--- config.mk ---
export PLATFORM = sky130hd
export DESIGN_NAME = spi_master
export DESIGN_NICKNAME = d
export VERILOG_FILES = /design/src/spi_pkg.sv /design/src/spi_clk_if.sv /design/src/spi_master.sv /design/src/spi_queue.sv /design/src/spi_sclk_gen.sv /design/src/spi_shift_engine.sv
export SDC_FILE = /design/constraint.sdc
export NUM_CORES = 1
export LEC_CHECK = 0
export BUFFER_PORTS_ARGS = -buffer_cell sky130_fd_sc_hd__buf_2
export CAP_MARGIN = 20
export CORE_MARGIN = 2
export CORE_UTILIZATION = 50
export CTS_BUF_LIST = sky130_fd_sc_hd__clkbuf_4
export CTS_CLUSTER_SIZE = 30
export DETAILED_ROUTE_END_ITERATION = 7
export PLACE_DENSITY = 0.67
export SLEW_MARGIN = 20
export SYNTH_ARGS = -nofsm -noshare
export SYNTH_HDL_FRONTEND = slang
export SYNTH_HIERARCHICAL = 1
export SYNTH_SLANG_ARGS = --single-unit
export TNS_END_PERCENT = 10
--- constraint.sdc ---
create_clock -name clk -period 7.3 [get_ports clk]
set_input_delay 1.46 -clock clk [delete_from_list [all_inputs] [get_ports clk]]
set_output_delay 1.46 -clock clk [all_outputs]
set_load 0.05 [all_outputs]
--- src/spi_pkg.sv ---
package spi_pkg;

  // ==========================================================================
  // frame geometry
  // ==========================================================================

  localparam int CMD_WIDTH  = 12;  // bits shifted out per command.
  localparam int READ_WIDTH = 8;   // bits captured after a read command.
  localparam int RW_BIT     = 11;  // 1 = write, 0 = read.

  typedef logic [CMD_WIDTH-1:0]  spi_cmd_t;
  typedef logic [READ_WIDTH-1:0] spi_rdata_t;

  // ==========================================================================
  // shift engine states
  // ==========================================================================

  typedef enum logic [2:0] {
    IDLE,        // waiting for a command.
    LOAD,        // cs_n low, first bit on mosi.
    SHIFT_CMD,   // command bits out on falls.
    SHIFT_READ,  // read tail, miso on rises.
    FINISH,      // cs_n high, push read byte.
    GAP          // minimum cs_n high time.
  } eng_state_t;

endpackage

--- src/spi_clk_if.sv ---
`timescale 1ns/1ns

interface spi_clk_if;

  logic run;   // engine wants sclk running.
  logic sclk;
  logic rise;  // one clk wide, same cycle sclk goes high.
  logic fall;  // one clk wide, same cycle sclk goes low.

  modport eng (
    output run,
    input  sclk,
    input  rise,
    input  fall
  );

  modport gen (
    input  run,
    output sclk,
    output rise,
    output fall
  );

endinterface

--- src/spi_master.sv ---
`timescale 1ns/1ns

module spi_master #(
  parameter int CLK_DIV     = 4,
  parameter int QUEUE_DEPTH = 4
) (
  input  logic                clk,
  input  logic                rst_n,
  input  spi_pkg::spi_cmd_t   cmd_in,
  input  logic                cmd_vld,
  output logic                cmd_rdy,
  output spi_pkg::spi_rdata_t read_data,
  output logic                read_vld,
  input  logic                read_rdy,
  output logic                sclk,
  output logic                cs_n,
  output logic                mosi,
  input  logic                miso
);

  import spi_pkg::*;

  spi_cmd_t   eng_cmd_data;
  logic       eng_cmd_vld;
  logic       eng_cmd_rdy;
  spi_rdata_t eng_rd_data;
  logic       eng_rd_vld;
  logic       eng_rd_rdy;

  spi_clk_if ck_if ();

  // ==========================================================================
  // host side queues
  // ==========================================================================

  spi_queue #(
    .T           (spi_cmd_t),
    .QUEUE_DEPTH (QUEUE_DEPTH)
  ) u_cmd_queue (
    .clk       (clk),
    .rst_n     (rst_n),
    .push_data (cmd_in),
    .push_vld  (cmd_vld),
    .push_rdy  (cmd_rdy),
    .pop_data  (eng_cmd_data),
    .pop_vld   (eng_cmd_vld),
    .pop_rdy   (eng_cmd_rdy)
  );

  spi_queue #(
    .T           (spi_rdata_t),
    .QUEUE_DEPTH (QUEUE_DEPTH)
  ) u_rd_queue (
    .clk       (clk),
    .rst_n     (rst_n),
    .push_data (eng_rd_data),
    .push_vld  (eng_rd_vld),
    .push_rdy  (eng_rd_rdy),
    .pop_data  (read_data),
    .pop_vld   (read_vld),
    .pop_rdy   (read_rdy)
  );

  // ==========================================================================
  // serial side
  // ==========================================================================

  spi_sclk_gen #(
    .CLK_DIV (CLK_DIV)
  ) u_sclk_gen (
    .clk   (clk),
    .rst_n (rst_n),
    .ck    (ck_if.gen)
  );

  spi_shift_engine #(
    .CLK_DIV (CLK_DIV)
  ) u_engine (
    .clk      (clk),
    .rst_n    (rst_n),
    .cmd_data (eng_cmd_data),
    .cmd_vld  (eng_cmd_vld),
    .cmd_rdy  (eng_cmd_rdy),
    .rd_data  (eng_rd_data),
    .rd_vld   (eng_rd_vld),
    .rd_rdy   (eng_rd_rdy),
    .ck       (ck_if.eng),
    .cs_n     (cs_n),
    .mosi     (mosi),
    .miso     (miso)
  );

  assign sclk = ck_if.sclk;

endmodule

--- src/spi_queue.sv ---
`timescale 1ns/1ns

module spi_queue #(
  parameter type T           = logic [7:0],
  parameter int  QUEUE_DEPTH = 4
) (
  input  logic clk,
  input  logic rst_n,
  input  T     push_data,
  input  logic push_vld,
  output logic push_rdy,
  output T     pop_data,
  output logic pop_vld,
  input  logic pop_rdy
);

  localparam int PTR_W = $clog2(QUEUE_DEPTH);

  T                 mem [QUEUE_DEPTH];
  logic [PTR_W-1:0] wr_ptr;
  logic [PTR_W-1:0] rd_ptr;
  logic [PTR_W-1:0] rd_ptr_nxt;
  logic [PTR_W:0]   count;
  logic             push;
  logic             pop;

  assign push_rdy   = (count != (PTR_W+1)'(QUEUE_DEPTH));
  assign pop_vld    = (count != '0);
  assign push       = push_vld && push_rdy;
  assign pop        = pop_vld && pop_rdy;
  assign rd_ptr_nxt = pop ? rd_ptr + 1'b1 : rd_ptr;  // head after this cycle.

  always_ff @(posedge clk or negedge rst_n)
  begin
    if (!rst_n)
    begin
      wr_ptr <= '0;
      rd_ptr <= '0;
      count  <= '0;
    end
    else
    begin
      if (push)
        wr_ptr <= wr_ptr + 1'b1;
      rd_ptr <= rd_ptr_nxt;
      case ({push, pop})
        2'b10:   count <= count + 1'b1;
        2'b01:   count <= count - 1'b1;
        default: count <= count;
      endcase
    end
  end

  // head register, bypassed when the push lands on the new head slot
  always_ff @(posedge clk)
  begin
    if (push)
      mem[wr_ptr] <= push_data;
    if (push && (wr_ptr == rd_ptr_nxt))
      pop_data <= push_data;
    else
      pop_data <= mem[rd_ptr_nxt];
  end

endmodule

--- src/spi_sclk_gen.sv ---
`timescale 1ns/1ns

module spi_sclk_gen #(
  parameter int CLK_DIV = 4
) (
  input logic    clk,
  input logic    rst_n,
  spi_clk_if.gen ck
);

  localparam int CNT_W = $clog2(CLK_DIV + 1);

  logic [CNT_W-1:0] cnt;
  logic             expire;

  assign expire = (cnt == CNT_W'(1));  // half period done.

  always_ff @(posedge clk or negedge rst_n)
  begin
    if (!rst_n)
    begin
      cnt     <= CNT_W'(CLK_DIV);
      ck.sclk <= 1'b0;
      ck.rise <= 1'b0;
      ck.fall <= 1'b0;
    end
    else if (!ck.run)
    begin
      cnt     <= CNT_W'(CLK_DIV);  // park, next run starts a full half period.
      ck.sclk <= 1'b0;
      ck.rise <= 1'b0;
      ck.fall <= 1'b0;
    end
    else if (expire)
    begin
      cnt     <= CNT_W'(CLK_DIV);
      ck.sclk <= ~ck.sclk;
      ck.rise <= ~ck.sclk;  // strobe matches the new level.
      ck.fall <= ck.sclk;
    end
    else
    begin
      cnt     <= cnt - 1'b1;
      ck.rise <= 1'b0;
      ck.fall <= 1'b0;
    end
  end

endmodule

--- src/spi_shift_engine.sv ---
`timescale 1ns/1ns

module spi_shift_engine #(
  parameter int CLK_DIV = 4
) (
  input  logic                clk,
  input  logic                rst_n,
  input  spi_pkg::spi_cmd_t   cmd_data,
  input  logic                cmd_vld,
  output logic                cmd_rdy,
  output spi_pkg::spi_rdata_t rd_data,
  output logic                rd_vld,
  input  logic                rd_rdy,
  spi_clk_if.eng              ck,
  output logic                cs_n,
  output logic                mosi,
  input  logic                miso
);

  import spi_pkg::*;

  localparam int BIT_MAX = (CMD_WIDTH > READ_WIDTH) ? CMD_WIDTH : READ_WIDTH;
  localparam int CNT_MAX = (CLK_DIV > BIT_MAX) ? CLK_DIV : BIT_MAX;
  localparam int CNT_W   = $clog2(CNT_MAX + 1);

  eng_state_t       state;
  spi_cmd_t         cmd_sr;
  spi_rdata_t       rd_sr;
  logic [CNT_W-1:0] bit_cnt;  // bits, then gap cycles.
  logic             is_read;
  logic             cmd_take;

  // a read is only taken while its result has a slot waiting
  assign cmd_rdy  = (state == IDLE) && (cmd_data[RW_BIT] || rd_rdy);
  assign cmd_take = cmd_vld && cmd_rdy;
  assign rd_vld   = (state == FINISH) && is_read;
  assign rd_data  = rd_sr;

  // ==========================================================================
  // transfer sequencing
  // ==========================================================================

  always_ff @(posedge clk or negedge rst_n)
  begin
    if (!rst_n)
    begin
      state   <= IDLE;
      cs_n    <= 1'b1;
      mosi    <= 1'b0;
      ck.run  <= 1'b0;
      bit_cnt <= '0;
      is_read <= 1'b0;
    end
    else
    begin
      case (state)
        IDLE:
          if (cmd_take)
          begin
            is_read <= !cmd_data[RW_BIT];
            state   <= LOAD;
          end
        LOAD:
        begin
          cs_n    <= 1'b0;
          mosi    <= cmd_sr[CMD_WIDTH-1];  // set up before first rise.
          ck.run  <= 1'b1;
          bit_cnt <= '0;
          state   <= SHIFT_CMD;
        end
        SHIFT_CMD:
          if (ck.fall)
          begin
            if (bit_cnt == CNT_W'(CMD_WIDTH - 1))
            begin
              bit_cnt <= '0;
              if (is_read)
                state <= SHIFT_READ;
              else
              begin
                ck.run <= 1'b0;
                state  <= FINISH;
              end
            end
            else
            begin
              mosi    <= cmd_sr[CMD_WIDTH-1];
              bit_cnt <= bit_cnt + 1'b1;
            end
          end
        SHIFT_READ:
          if (ck.rise)
            bit_cnt <= bit_cnt + 1'b1;
          else if (ck.fall && (bit_cnt == CNT_W'(READ_WIDTH)))
          begin
            ck.run <= 1'b0;  // sclk already back low.
            state  <= FINISH;
          end
        FINISH:
        begin
          cs_n    <= 1'b1;
          bit_cnt <= '0;
          state   <= GAP;
        end
        GAP:
          if (bit_cnt == CNT_W'(CLK_DIV - 1))
            state <= IDLE;
          else
            bit_cnt <= bit_cnt + 1'b1;
        default:
          state <= IDLE;
      endcase
    end
  end

  // shift registers, msb first both ways
  always_ff @(posedge clk)
  begin
    if (cmd_take)
      cmd_sr <= cmd_data;
    else if ((state == LOAD) || ((state == SHIFT_CMD) && ck.fall))
      cmd_sr <= {cmd_sr[CMD_WIDTH-2:0], 1'b0};
    if ((state == SHIFT_READ) && ck.rise)
      rd_sr <= {rd_sr[READ_WIDTH-2:0], miso};
  end

endmodule

==> results.yml, run 1 <==
status:
  status: "completed"
cells_and_area:
  syn2layout_area_growth_pct: 10.3
  drive_gt1_share_pct: 31.9
  nets: 396
  fin_area_um2: 6200
  diodes: 0
clock_network:
  cts_inserted_buffers: 17
  cts_root_buf: "clkbuf_4"
  post_cts_buffers: 0
  clock_sinks: 135
  htree_num_levels: 4
  clock_latency_ns: 0.52
  ctsHoldBuffers: 0
  cts-resized-gates: 0
  max-clock-path-buffers: 2
  cts_tree: "yes"
  clk_pin_slew_ns: 0.11
power_and_ir_drop:
  powerDensity_nw_per_um2: 300
  vdd_drop_max_mv: 0.256
  p_leak_nw: 2.33
sta:
  fmax_mhz: 293
  fin_crit_ns: 3.42
  rsz0062_at_grt: "no"
  fin_setup_tns_ns: 0
  setup_ws_ns: 3.88
  relSlewSlack_pct: 44.7
  slew_violations: 0
  timing.final.crit_share_pct: 46.8
  worstMarginPinSlew_ns: 0.828
  skew_ns: 0.0126
  finalSetupViolations: 0
  hold_violations: 0
synth:
  syn_area_um2: 5620
  ys_top_cells_by_count: "edfxtp_1 (100), dfrtp_1 (29), mux4_2 (20), inv_1 (18)"
  yosys.area.top_type: "edfxtp_1"
  syn_area_per_cell_um2: 17.3
  synth_area_leaders: "edfxtp_1 (53%), dfrtp_1 (13%), mux4_2 (8.0%)"
  synth_ff_type: "edfxtp_1"
  synthCells: 324
  synth.distinct_cells: 56
  synth_warnings: 6
  ys_async_sr_fraction_pct: 23.0
  synth_top_area_share_pct: 53.5
  ys_seq_area_share_pct: 68.7
  ys_ff_latch: 135
  synth_edf_count: 100
  synth_most_common_cell: "edfxtp_1"
  synth_nets: 357
drt:
  vias_per_cell: 5.31
  routed_wirelength_um: 8470
  drt_first_pass_iters: 4
  wire_per_inst_um: 16.4
  drtAntennaViolNets: 0
  drtIter0Drc: 165
  drc: 0
  vias: 2738
critical_path:
  crit_path_cell_trace: "mux4_2, buf_2"
  crit_buf_inv: 1
  crit_slowest_cell: "dfxtp_1"
  cp-start-kind: "flop"
  critPathKind: "reg2out"
  end_kind: "output pin"
  arrival_ns: 1.96
  reg2reg_slack_ns: 4.50
  cpPeakStageDelay_ns: 0.65
  path_delay_family: "flip-flops"
  cp.required_ns: 5.84
  cp_max_fo: 8
die:
  core-area_um2: 10900
  fp.dieArea_um2: 12100
  ios: 30
  die_h_um: 110
  start_util_pct: 51.6
  die_width_um: 110
  num_rows: 38
global_route:
  grt_pass1_wl_um: 13400
  grt.total_usage_pct: 15.3
  antenna_found_initial: 0
  overflow: 0
  grt_max_degree: 32
  first_global_vias: 2691
placed_design:
  postPlaceCellArea_um2: 5880
  dp_hpwl_um: 5570
  place_congestion: 0.797
  dp_slack_ns: 4.40
  place.port_buffers: 29
hold_path:
  hold_class: "reg2reg"
  min_from: "u_sclk_gen/cnt[0]"
run:
  maxCapViolations: 0
## state kept, by name (all words and copies together), names as in the netlist, 3 cells and up, named ones only
register / cells
u_engine/state: 3
u_rd_queue/count: 3
u_engine/rd_data: 8
u_engine/bit_cnt: 4
u_cmd_queue/count: 3
u_cmd_queue/mem: 48
u_engine/cmd_sr: 12
u_sclk_gen/cnt: 3
u_rd_queue/mem: 32
## cells by family after synthesis
logic type | synth area share, %
and+or+nand+nor | 7.17
muxes | 11.7
DFF | 68.7
adders and majority gates | 3.83
xor gates and xnor gates | 2.03
buffers and inverters | 2.29
AOI/OAI and AO/OA | 4.23
## routing by layer
metal | up-vias | share of wire, % | GRT usage, % | routed length (um)
met5 | - | 0 | 0 | 0
met3 | 4 | 4.7 | 5.82 | 397
li1 | 1324 | - | - | -
met1 | 1364 | 47 | 20.4 | 3980
met2 | 46 | 48 | 22.9 | 4030
met4 | 0 | 0.71 | 5.70 | 60
## placed cells by master (no fill, tap or decap), types with 3 or more instances in the layout
master	netlist	routed
o22ai_1	4	4
nor3b_1	4	4
nor2b_1	7	7
xor2_1	7	7
and3_1	3	3
buf_2	4	29
ha_1	14	14
clkbuf_4	0	21
dfxtp_1	4	4
edfxtp_1	100	100
nand2_1	8	8
dfrtp_1	29	29
inv_1	18	18
and3_2	8	8
a21oi_1	4	4
o21ai_0	7	7
mux4_2	20	20
nor2_1	10	10
clkinv_2	0	4
bufinv_16	0	4
mux2_2	14	14
xnor2_1	6	6
## per-stage QoR
stage          power [W]  hold slack [ns]  utilization (%)  cells
2_1_floorplan    0.00127            0.438                -    324
4_1_cts          0.00189            0.474             56.9    516
6_report         0.00186            0.467             56.9    516
3_5_place_dp     0.00135            0.459             54.0    484
3_3_place_gp     0.00134            0.451             54.0    484
5_1_grt          0.00195            0.497             56.9    516
## cell type report
cell class / count / area, um2
Clock inverter: 11 / 155
Sequential cell: 135 / 3860
Timing Repair Buffer: 30 / 153
Inverter: 18 / 67.6
Multi-Input combinational cell: 161 / 1630
Clock buffer: 21 / 158
Fill cell: 833 / 4690
Tap cell: 140 / 175
## final timing paths
check,end,cells past startpoint
setup / recovery,read_data[7],2
hold / removal,u_sclk_gen/cnt[0],1
setup reg to reg,u_cmd_queue/count[2],10
hold reg to reg,u_sclk_gen/cnt[0],1
max in group asynchronous,u_rd_queue/rd_ptr[1],1
min in group asynchronous,u_sclk_gen/cnt[0],1
## power by group
group          leakage (nW)  internal (W)  switching [W]
combinational         0.850      0.000139       0.000213
sequential             1.31      0.000915      0.0000620
clock                 0.172      0.000283       0.000247
No activity file was read; power rests on OpenSTA's default activity.
==> inputs of run 2 (changes only) <==
- PLACE_DENSITY: 0.67 -> 0.7
- clock period: 7.3 -> 2.9 ns (I/O delays scaled with it)
==> run 2 against run 1 <==
Flip-flop and latch count did not move. Clock power up 130%. Critical path depth unchanged. Global-route usage is 0.31 points higher.
==> results.yml, run 2 (synthesized netlist as in run 1, its figures left out) <==
status:
  status: "completed"
drt:
  vias: 2746
  drtAntennaViolNets: 0
  drtIter0Drc: 226
  drc: 0
  drt_first_pass_iters: 4
  vias_per_cell: 5.29
  wire_per_inst_um: 16.1
  routed_wirelength_um: 8350
global_route:
  grt_max_degree: 32
  first_global_vias: 2764
  grt.total_usage_pct: 15.6
  grt_pass1_wl_um: 13700
  overflow: 0
  antenna_found_initial: 0
cells_and_area:
  nFillCells: 852
  top_register: "u_cmd_queue/mem"
  syn2layout_area_growth_pct: 10.4
  final_common_cell: "edfxtp_1"
  top_regs: "u_cmd_queue/mem: 48 flops, u_rd_queue/mem: 32 flops, u_engine/cmd_sr: 12 flops"
  largest_reg_flops: 48
  final_cell_mix: "edfxtp_1 (100), buf_2 (29), dfrtp_1 (29), mux4_2 (20)"
  nets: 399
  diodes: 0
  drive_gt1_share_pct: 33.0
critical_path:
  cp.required_ns: 2.32
  crit_path_cell_trace: "mux4_2, buf_2"
  cp_max_fo: 8
  cpPeakStageDelay_ns: 0.68
  crit_slowest_cell: "dfxtp_1"
  critPathKind: "reg2out"
  end_kind: "output pin"
  arrival_ns: 1.98
  cp-start-kind: "flop"
sta:
  fmax_mhz: 391
  hold_violations: 0
  setup_ws_ns: 0.340
  rsz0062_at_grt: "no"
  skew_ns: 0.0162
  fin_setup_tns_ns: 0
  fin_crit_ns: 2.56
  slew_violations: 0
  worstMarginPinSlew_ns: 0.844
  timing.final.crit_share_pct: 88.3
  finalSetupViolations: 0
  relSlewSlack_pct: 43.5
placed_design:
  dp_slack_ns: 0.447
  place.port_buffers: 29
  place_congestion: 0.769
  dp_hpwl_um: 5550
die:
  fp.dieArea_um2: 12100
  ios: 30
  start_util_pct: 51.6
  core-area_um2: 10900
  die_width_um: 110
  die_h_um: 110
  num_rows: 38
clock_network:
  clk_pin_slew_ns: 0.12
  htree_num_levels: 4
  cts_root_buf: "clkbuf_4"
  post_cts_buffers: 0
  cts_inserted_buffers: 17
  cts_tree: "yes"
  cts-resized-gates: 0
  clock_sinks: 135
  max-clock-path-buffers: 2
  clock_latency_ns: 0.49
  ctsHoldBuffers: 0
power_and_ir_drop:
  vdd_drop_max_mv: 0.473
  p_leak_nw: 2.33
  powerDensity_nw_per_um2: 738
run:
  maxCapViolations: 0
hold_path:
  hold_class: "in2async"
-- run 2: layer usage --
metal	up-vias	track usage, %	wire (um)
met2	40	25.8	4230
met5	-	0	0
met3	8	4.29	217
met4	0	5.97	80
met1	1372	19.7	3820
li1	1326	-	-
-- run 2: path summary, 6_finish.rpt --
| kind | startpoint | endpoint | slack, ns | depth (start not counted) |
|---|---|---|---|---|
| setup reg to reg | u_engine/state[1] | u_rd_queue/count[2] | 0.43 | 10 |
| hold reg to reg | u_sclk_gen/cnt[0] | u_sclk_gen/cnt[0] | 0.47 | 1 |
| min in group clk | miso | u_engine/rd_data[0] | 0.28 | 1 |
| hold / removal | rst_n | u_sclk_gen/cnt[0] | 0.12 | 1 |
| max in group asynchronous | rst_n | u_engine/state[2] | 2.33 | 1 |
| setup / recovery | flop | read_data[0] | 0.34 | 2 |
-- run 2: layout make-up --
cell class	count	area (um2)	area share, %
sequential	135	3860	62.2
multi-input combinational	161	1630	26.2
timing repair buffer	33	175	2.82
tap	140	175	2.82
clock inverter	14	163	2.62
clock buffer	18	135	2.18
inverter	18	67.6	1.09
-- run 2: worst max-delay path, delay by kind of cell, from the launching register on --
| family | cells | cell delay, ns |
|---|---|---|
| DFF | 1 | 0.68 |
| buffers and inverters | 1 | 0.23 |
| muxes | 1 | 0.58 |
-- run 2: through the flow --
stage,util [%],cell area [um2],hold slack [ns],total power [W],cells
6_report,57.0,6200,0.119,0.00458,519
5_1_grt,57.0,6200,0.115,0.00483,519
4_1_cts,57.0,6200,0.107,0.00465,519
3_5_place_dp,54.3,5910,0.459,0.00340,487
3_3_place_gp,54.3,5910,0.455,0.00338,487
2_1_floorplan,-,5620,0.284,0.00318,324
-- run 2: where the power goes --
part / switching, W / internal, W / total (W)
sequential: 0.000156 / 0.00230 / 0.00246
clock: 0.000696 / 0.000545 / 0.00124
combinational: 0.000533 / 0.000347 / 0.000880
total: 0.00138 / 0.00320 / 0.00458
